**src/source/coupe_macros.svh**
```systemverilog
`ifndef COUPE_MACROS_SVH
`define COUPE_MACROS_SVH

// ====================
// ASIC port numbers
// ====================

// External RAM page registers
`define PORT_EXT_C      8'h80
`define PORT_EXT_D      8'h81

// Printer port, used as a stereo DAC
`define PORT_LPT_DATA   8'hE8
`define PORT_LPT_STROBE 8'hE9

// Status, paging, MIDI and border
`define PORT_STATUS     8'hF9
`define PORT_LMPR       8'hFA
`define PORT_HMPR       8'hFB
`define PORT_MIDI       8'hFD
`define PORT_BORDER     8'hFE

// ====================
// MIDI timer
// ====================

// System clocks per 1 MHz tick
`define MIDI_TICK_DIV    96
// Length of one transmitted byte in ticks
`define MIDI_FRAME_TICKS 320
// Remaining ticks when the interrupt is raised
`define MIDI_INT_TICK    15

`endif

```
**src/source/coupe_pkg.sv**
```systemverilog
package coupe_pkg;

	// ====================
	// Bus and register widths
	// ====================

	// CPU address bus
	typedef logic [15:0] addr_t;

	// Data bus byte and 8-bit ASIC registers
	typedef logic [7:0] data_t;

	// RAM page, top bit selects external RAM
	typedef logic [8:0] page_t;

	// Unsigned audio word for each channel
	typedef logic [15:0] sample_t;

	// ====================
	// State machines
	// ====================

	// MIDI transmitter
	typedef enum logic {
		midi_idle,
		midi_sending
	} midi_state_t;

endpackage

```
**src/source/asic_port_bus.sv**
```systemverilog
`timescale 1ns/1ps
`include "coupe_macros.svh"

module asic_port_bus (
	input  logic             clk_sys,
	input  logic             reset,
	input  coupe_pkg::addr_t addr,
	input  logic             iorq_n,
	input  logic             mreq_n,
	input  logic             rd_n,
	input  logic             wr_n,
	input  logic             m1_n,
	input  coupe_pkg::data_t lmpr,
	input  coupe_pkg::data_t hmpr,
	input  logic             int_midi,
	output logic             wr_lmpr,
	output logic             wr_hmpr,
	output logic             wr_ext_c,
	output logic             wr_ext_d,
	output logic             wr_border,
	output logic             wr_lpt_data,
	output logic             wr_lpt_strobe,
	output logic             wr_midi,
	output coupe_pkg::data_t port_dout
);
	import coupe_pkg::*;

	logic  port_we;
	logic  port_rd;
	logic  old_we;
	logic  we_edge;
	data_t port_lo;
	data_t status;
	data_t rd_data;

	// I/O cycle, interrupt acknowledge excluded
	assign port_we = ~iorq_n & mreq_n & ~wr_n & m1_n;
	assign port_rd = ~iorq_n & mreq_n & ~rd_n & m1_n;
	assign port_lo = addr[7:0];

	always_ff @(posedge clk_sys) begin
		if (reset) begin
			old_we <= 1'b0;
		end else begin
			old_we <= port_we;
		end
	end

	// Only the first cycle of a write counts
	assign we_edge = port_we & ~old_we;

	assign wr_lmpr       = we_edge & (port_lo == `PORT_LMPR);
	assign wr_hmpr       = we_edge & (port_lo == `PORT_HMPR);
	assign wr_ext_c      = we_edge & (port_lo == `PORT_EXT_C);
	assign wr_ext_d      = we_edge & (port_lo == `PORT_EXT_D);
	assign wr_border     = we_edge & (port_lo == `PORT_BORDER);
	assign wr_lpt_data   = we_edge & (port_lo == `PORT_LPT_DATA);
	assign wr_lpt_strobe = we_edge & (port_lo == `PORT_LPT_STROBE);
	assign wr_midi       = we_edge & (port_lo == `PORT_MIDI);

	// Keys and line/frame interrupts are gone and read as ones
	assign status = {3'b111, 1'b1, ~int_midi, 2'b11, 1'b1};

	always_comb begin
		case (port_lo)
			`PORT_STATUS:     rd_data = status;
			`PORT_LMPR:       rd_data = lmpr;
			`PORT_HMPR:       rd_data = hmpr;
			`PORT_LPT_DATA,
			`PORT_LPT_STROBE: rd_data = 8'h00;
			default:          rd_data = 8'hFF;
		endcase
	end

	// Bus floats high outside a port read
	assign port_dout = port_rd ? rd_data : 8'hFF;

endmodule

```
**src/source/memory_mapper.sv**
```systemverilog
`timescale 1ns/1ps

module memory_mapper (
	input  logic             clk_sys,
	input  logic             reset,
	input  coupe_pkg::addr_t addr,
	input  coupe_pkg::data_t cpu_dout,
	input  logic             wr_lmpr,
	input  logic             wr_hmpr,
	input  logic             wr_ext_c,
	input  logic             wr_ext_d,
	input  logic             ext_ram_off,
	output coupe_pkg::data_t lmpr,
	output coupe_pkg::data_t hmpr,
	output coupe_pkg::page_t ram_page,
	output logic             rom_sel,
	output logic             ram_wp,
	output logic             ext_ena
);
	import coupe_pkg::*;

	data_t      ext_c;
	data_t      ext_d;
	logic       ext_dis;
	logic [1:0] quarter;
	logic [4:0] page_ab;
	logic [4:0] page_cd;
	logic       ext_ram;
	logic       rom0_sel;
	logic       rom1_sel;

	always_ff @(posedge clk_sys) begin
		if (reset) begin
			lmpr    <= '0;
			hmpr    <= '0;
			ext_c   <= '0;
			ext_d   <= '0;
			// Board switch, only looked at during reset
			ext_dis <= ext_ram_off;
		end else begin
			if (wr_lmpr)  lmpr  <= cpu_dout;
			if (wr_hmpr)  hmpr  <= cpu_dout;
			if (wr_ext_c) ext_c <= cpu_dout;
			if (wr_ext_d) ext_d <= cpu_dout;
		end
	end

	assign quarter = addr[15:14];
	assign page_ab = lmpr[4:0];
	assign page_cd = hmpr[4:0];

	// ROM0 low, ROM1 high
	assign rom0_sel = ~lmpr[5] & (quarter == 2'd0);
	assign rom1_sel = lmpr[6] & (quarter == 2'd3);
	assign rom_sel  = rom0_sel | rom1_sel;
	assign ram_wp   = lmpr[7] & (quarter == 2'd0);

	// Upper 32K from external RAM
	assign ext_ram = hmpr[7] & addr[15];
	assign ext_ena = ~(ext_ram & ext_dis);

	always_comb begin
		if (ext_ram) begin
			ram_page = addr[14] ? {1'b1, ext_d} : {1'b1, ext_c};
		end else begin
			case (quarter)
				2'd0:    ram_page = page_t'(page_ab);
				2'd1:    ram_page = page_t'(5'(page_ab + 5'd1));
				2'd2:    ram_page = page_t'(page_cd);
				default: ram_page = page_t'(5'(page_cd + 5'd1));
			endcase
		end
	end

endmodule

```
**src/source/sound_dac.sv**
```systemverilog
`timescale 1ns/1ps

module sound_dac (
	input  logic               clk_sys,
	input  logic               reset,
	input  coupe_pkg::data_t   cpu_dout,
	input  logic               wr_border,
	input  logic               wr_lpt_data,
	input  logic               wr_lpt_strobe,
	output coupe_pkg::sample_t audio_l,
	output coupe_pkg::sample_t audio_r
);
	import coupe_pkg::*;

	logic  ear;
	logic  old_stb;
	data_t latch;
	data_t vox_l;
	data_t vox_r;

	// Sample scaled by 1028 plus beeper at half scale, then / 8
	function automatic sample_t mix(input data_t smp, input logic ear_bit);
		logic [18:0] sum;
		sum = {1'b0, smp, smp, 2'b00} + {3'b000, ear_bit, 15'd0};
		return sum[18:3];
	endfunction

	always_ff @(posedge clk_sys) begin
		if (reset) begin
			ear     <= 1'b0;
			old_stb <= 1'b0;
			latch   <= '0;
			vox_l   <= '0;
			vox_r   <= '0;
		end else begin
			if (wr_border)   ear   <= cpu_dout[4];
			if (wr_lpt_data) latch <= cpu_dout;
			// Strobe edge picks the channel
			if (wr_lpt_strobe) begin
				if (~old_stb & cpu_dout[0]) vox_l <= latch;
				if (old_stb & ~cpu_dout[0]) vox_r <= latch;
				old_stb <= cpu_dout[0];
			end
		end
	end

	assign audio_l = mix(vox_l, ear);
	assign audio_r = mix(vox_r, ear);

endmodule

```
**src/source/midi_tx_timer.sv**
```systemverilog
`timescale 1ns/1ps
`include "coupe_macros.svh"

module midi_tx_timer (
	input  logic clk_sys,
	input  logic reset,
	input  logic wr_midi,
	output logic midi_tx,
	output logic int_midi
);
	import coupe_pkg::*;

	localparam int TICK_W  = $clog2(`MIDI_TICK_DIV);
	localparam int FRAME_W = $clog2(`MIDI_FRAME_TICKS);

	logic [TICK_W-1:0]  tick_cnt;
	logic [FRAME_W-1:0] frame_cnt;
	logic               tick;
	logic               pending;
	midi_state_t        state;

	// 1 MHz tick from the system clock
	assign tick = (tick_cnt == TICK_W'(`MIDI_TICK_DIV - 1));

	always_ff @(posedge clk_sys) begin
		if (reset) begin
			tick_cnt  <= '0;
			frame_cnt <= '0;
			pending   <= 1'b0;
			int_midi  <= 1'b0;
			state     <= midi_idle;
		end else begin
			tick_cnt <= tick ? '0 : tick_cnt + 1'b1;
			if (tick) begin
				case (state)
					midi_idle: begin
						if (pending) begin
							state     <= midi_sending;
							frame_cnt <= FRAME_W'(`MIDI_FRAME_TICKS - 1);
							pending   <= 1'b0;
						end
					end
					default: begin
						if (frame_cnt != '0) begin
							frame_cnt <= frame_cnt - 1'b1;
							if (frame_cnt == FRAME_W'(`MIDI_INT_TICK)) int_midi <= 1'b1;
						end else begin
							// Frame done
							state    <= midi_idle;
							int_midi <= 1'b0;
						end
					end
				endcase
			end
			// A new write wins over the clear at start
			if (wr_midi) pending <= 1'b1;
		end
	end

	assign midi_tx = (state == midi_sending);

endmodule

```
**src/source/coupe_asic_top.sv**
```systemverilog
`timescale 1ns/1ps

module coupe_asic_top (
	input  logic               clk_sys,
	input  logic               reset,
	input  coupe_pkg::addr_t   addr,
	input  coupe_pkg::data_t   cpu_dout,
	input  logic               iorq_n,
	input  logic               mreq_n,
	input  logic               rd_n,
	input  logic               wr_n,
	input  logic               m1_n,
	input  logic               ext_ram_off,
	output coupe_pkg::data_t   port_dout,
	output coupe_pkg::page_t   ram_page,
	output logic               rom_sel,
	output logic               ram_wp,
	output logic               ext_ena,
	output coupe_pkg::sample_t audio_l,
	output coupe_pkg::sample_t audio_r,
	output logic               midi_tx,
	output logic               int_midi
);
	import coupe_pkg::*;

	data_t lmpr;
	data_t hmpr;
	logic  wr_lmpr;
	logic  wr_hmpr;
	logic  wr_ext_c;
	logic  wr_ext_d;
	logic  wr_border;
	logic  wr_lpt_data;
	logic  wr_lpt_strobe;
	logic  wr_midi;

	// ====================
	// Port decode and readback
	// ====================
	asic_port_bus asic_port_bus_i (
		.clk_sys       (clk_sys),
		.reset         (reset),
		.addr          (addr),
		.iorq_n        (iorq_n),
		.mreq_n        (mreq_n),
		.rd_n          (rd_n),
		.wr_n          (wr_n),
		.m1_n          (m1_n),
		.lmpr          (lmpr),
		.hmpr          (hmpr),
		.int_midi      (int_midi),
		.wr_lmpr       (wr_lmpr),
		.wr_hmpr       (wr_hmpr),
		.wr_ext_c      (wr_ext_c),
		.wr_ext_d      (wr_ext_d),
		.wr_border     (wr_border),
		.wr_lpt_data   (wr_lpt_data),
		.wr_lpt_strobe (wr_lpt_strobe),
		.wr_midi       (wr_midi),
		.port_dout     (port_dout)
	);

	// ====================
	// Paging
	// ====================
	memory_mapper memory_mapper_i (
		.clk_sys     (clk_sys),
		.reset       (reset),
		.addr        (addr),
		.cpu_dout    (cpu_dout),
		.wr_lmpr     (wr_lmpr),
		.wr_hmpr     (wr_hmpr),
		.wr_ext_c    (wr_ext_c),
		.wr_ext_d    (wr_ext_d),
		.ext_ram_off (ext_ram_off),
		.lmpr        (lmpr),
		.hmpr        (hmpr),
		.ram_page    (ram_page),
		.rom_sel     (rom_sel),
		.ram_wp      (ram_wp),
		.ext_ena     (ext_ena)
	);

	// ====================
	// Audio and MIDI
	// ====================
	sound_dac sound_dac_i (
		.clk_sys       (clk_sys),
		.reset         (reset),
		.cpu_dout      (cpu_dout),
		.wr_border     (wr_border),
		.wr_lpt_data   (wr_lpt_data),
		.wr_lpt_strobe (wr_lpt_strobe),
		.audio_l       (audio_l),
		.audio_r       (audio_r)
	);

	midi_tx_timer midi_tx_timer_i (
		.clk_sys  (clk_sys),
		.reset    (reset),
		.wr_midi  (wr_midi),
		.midi_tx  (midi_tx),
		.int_midi (int_midi)
	);

endmodule

```
**config.mk**
```make
export PLATFORM = sky130hd
export DESIGN_NAME = coupe_asic_top
export DESIGN_NICKNAME = d
export VERILOG_FILES = /design/src/source/coupe_pkg.sv /design/src/source/asic_port_bus.sv /design/src/source/memory_mapper.sv /design/src/source/sound_dac.sv /design/src/source/midi_tx_timer.sv /design/src/source/coupe_asic_top.sv
export VERILOG_INCLUDE_DIRS = /design/src /design/src/source
export SDC_FILE = /design/constraint.sdc
export NUM_CORES = 1
export LEC_CHECK = 0
export BUFFER_PORTS_ARGS = -buffer_cell sky130_fd_sc_hd__buf_2
export CORE_MARGIN = 2
export CORE_UTILIZATION = 51
export CTS_BUF_LIST = sky130_fd_sc_hd__clkbuf_8
export CTS_CLUSTER_DIAMETER = 50
export DETAILED_ROUTE_END_ITERATION = 6
export GPL_ROUTABILITY_DRIVEN = 0
export PLACE_DENSITY = 0.82
export SETUP_SLACK_MARGIN = 0.1
export SYNTH_ARGS = -nofsm -noshare
export SYNTH_HDL_FRONTEND = slang
export SYNTH_SLANG_ARGS = --single-unit
```
**constraint.sdc**
```tcl
create_clock -name clk_sys -period 1.9 [get_ports clk_sys]
set_clock_uncertainty 0.15 [all_clocks]
set_input_delay 0.19 -clock clk_sys [delete_from_list [all_inputs] [get_ports clk_sys]]
set_output_delay 0.19 -clock clk_sys [all_outputs]
set_load 0.1 [all_outputs]
```
==> metrics.cfg <==
[floorplan]
die_area_um2=8800
chipHeight_um=93.8
ios=86
core-area_um2=7770
std_cell_rows=32
fp.dieW_um=93.8
initial_utilization_pct=53.0

[clock_network]
numCtsBuffers=9
clock-sinks=79
clk_latency_ns=0.37
ctsRootBufferMaster=clkbuf_8
htreeDepth=3
cts_tree=built
clockBufferDepth=2
cts.clk_slew.worst_paths_ns=0.08

[sta]
worst_pin_slew_ns=0.523
rsz0062_at_grt=yes
setup_viol=14
hold_viol=0
period_share_pct=115
period_minus_slack_ns=2.19
fin_ws_ns=-0.286
fmax_mhz=457
slew_violations=0
relSlewSlack_pct=65.0

[power]
powerDensity_nw_per_um2=512
p_switching_w=0.000785
p_leak_nw=2.34
total_power_w=0.00308
p_comb_share_pct=8.5
swShare_pct=25.5
cellInternalPower_w=0.00229
ir_drop_mv=0.505
clock_power_share_pct=37.6
p_seq_share_pct=53.9

[setup_path]
r2r_start=midi_tx_timer_i.frame_cnt[0]
reg2reg_depth=7
r2r_end=midi_tx_timer_i.frame_cnt[1]
crit_type=flip-flop to primary output
ff2ff_setup_slack_ns=-0.03
crit_slowest_cell=dfxtp_4
end_kind=primary output
cp_max_fo=3
cpPeakStageDelay_ns=0.35
critPathLaunch=memory_mapper_i.hmpr[1]
critical_path_arrival_ns=1.85
critPathRequiredTime_ns=1.56
critical_path.cell_chain=mux2_4, ha_4, nand2_4, a21oi_4, a21o_1, o211ai_1, clkbuf_16
startpoint_type=flip-flop

[final_layout]
final_cell_mix=dfxtp_1, a21oi_1, buf_2, nand3_1, buf_4
drive_gt1_share_pct=38.2
area_delta_synth_final_pct=46.2
n_antenna_cell=0
fin_nets=632
fill_cells=493
final_common_cell=dfxtp_1
fin_area_um2=6010

[global_routing]
grt_pass1_wl_mm=19.9
track_usage_pct=28.7
grt_pass1_vias=4033
grt-ovfl-total=0
grt-busiest-layer=met2
grt_use_met3_pct=5.54
use_met2_pct=48.9
grt_max_degree=88
antenna_found_initial=0
gr-usage-met1_pct=34.5

[flow_run]
maxCapViolCount=0

[detailed_routing]
drt-total-wl_mm=13.1
vias_per_cell=6.19
drcViolationCount=0
ant_nets=0
wl_per_cell_um=18.8
vias=4315
drtIter0Drc=535
firstDrtPassIters=7

[yosys]
yosysSeqAreaShare_pct=38.7
yosys_register_bits=79
synthFlopType=dfxtp_1
yosysWarningCount=0
async_reset_ff_share_pct=0
synth_edf_count=1
avgSynthCellArea_um2=8.54
syn_area_um2=4110
syn-num-nets=523
syn_inst=482
yosysUniqueCellTypes=53

[outcome]
violations=setup timing
outcome=complete, but fails checks

[placement]
place_area_um2=5320
pre_cts_ws_ns=-0.180
io_buffers=79
hpwl_mm=8.00

[worst_hold_path]
whs_endpoint=memory_mapper_i.ext_c[3]
hold_start=cpu_dout[3]
whs_path_depth=3
min-delay-path-class=primary input to flip-flop

## cells by family (layout without fill, tap and decap cells)
kind of cell,after synthesis,after routing,synth area share [%]
AND/OR/NAND/NOR,164,164,23.5
AO/OA/AOI/OAI,133,133,18.0
flip-flops,79,79,38.7
buffers and inverters,47,160,5.17
multiplexers,39,39,9.55
XOR/XNOR,11,11,2.34
adder cells (fa/ha/maj),9,9,2.74
## power by group through the flow
stage                     Combinational (W)  Sequential [W]  Clock (W)
final                              0.000262         0.00166    0.00116
after global routing               0.000276         0.00166    0.00123
after CTS                          0.000251         0.00166    0.00116
after detailed placement           0.000232         0.00170          0
after global placement             0.000226         0.00170          0
after floorplan                    0.000135         0.00170          0
## metal layers
metal | up-vias | share of wire (%) | wire, um
met4 | 0 | 4.9 | 642
met2 | 277 | 51 | 6630
met1 | 2007 | 36 | 4710
met5 | - | 0 | 0
met3 | 70 | 8.6 | 1120
li1 | 1961 | - | -
## critical path: cells and delay by family, from the launching register on
kind / cells / cell delay (ns)
buffers and inverters: 1 / 0.27
adder cells (fa/ha/maj): 1 / 0.17
AND/OR/NAND/NOR: 1 / 0.08
AO/OA/AOI/OAI: 3 / 0.33
multiplexers: 1 / 0.27
flip-flops: 1 / 0.35
## metrics by stage
stage	hold slack (ns)	TNS (ns)	util, %	cells
4_1_cts	0.000651	-0.911	74.8	690
5_1_grt	0.00888	-2.21	77.4	697
6_report	0.00556	-1.75	77.4	697
3_5_place_dp	0.225	-2.04	68.5	661
2_1_floorplan	0.119	-2.82	-	482
3_3_place_gp	0.224	-1.56	68.5	661
## timing repair
action	4_1_cts	5_1_grt
gates cloned	0	0
pin swaps	10	20
setup buffers	8	7
endpoints found under the hold margin	18	0
setup endpoints to repair	24	47
hold buffers	6	0
resized for setup	53	36
## Yosys cell counts, types with 5 or more instances
library cell,count,area (um2)
dfxtp_1,78,1560
o21ai_0,55,275
a21oi_1,53,265
nand3_1,47,235
mux2i_1,37,370
nand2b_1,30,188
clkbuf_1,27,101
nand2_1,16,60.1
nor2_1,14,52.6
buf_4,9,67.6
ha_1,9,113
nor3_1,9,45.0
xor2_1,7,61.3
inv_1,6,22.5
nand4_1,6,37.5
a211oi_1,5,37.5
nand3b_1,5,37.5
nor3b_1,5,37.5
## registers in the layout (all words and copies together) (netlist names), 8 cells and up
signal / flops
memory_mapper_i.hmpr: 8
sound_dac_i.latch: 8
sound_dac_i.vox_r: 8
memory_mapper_i.lmpr: 8
memory_mapper_i.ext_c: 8
sound_dac_i.vox_l: 8
memory_mapper_i.ext_d: 8
midi_tx_timer_i.frame_cnt: 9
## worst max-delay path by stage
stage / endpoint / slack (ns) / depth (start not counted)
final: ram_page[4] / -0.29 / 7
after global routing: ram_page[4] / -0.32 / 7
after CTS: ram_page[4] / -0.25 / 7
after detailed placement: port_dout[1] / -0.18 / 7
after global placement: port_dout[4] / -0.15 / 7
after floorplan: ram_page[4] / -0.51 / 4
## area by class of cell
cell class | instances | area (um2) | share of cell area, %
Clock buffer | 11 | 151 | 2.52
Clock inverter | 4 | 22.5 | 0.374
Inverter | 6 | 25.0 | 0.416
Multi-Input combinational cell | 356 | 2760 | 45.9
Sequential cell | 79 | 1640 | 27.3
Tap cell | 102 | 128 | 2.12
Timing Repair Buffer | 139 | 1290 | 21.4
Power figures use the tool's default switching activity.
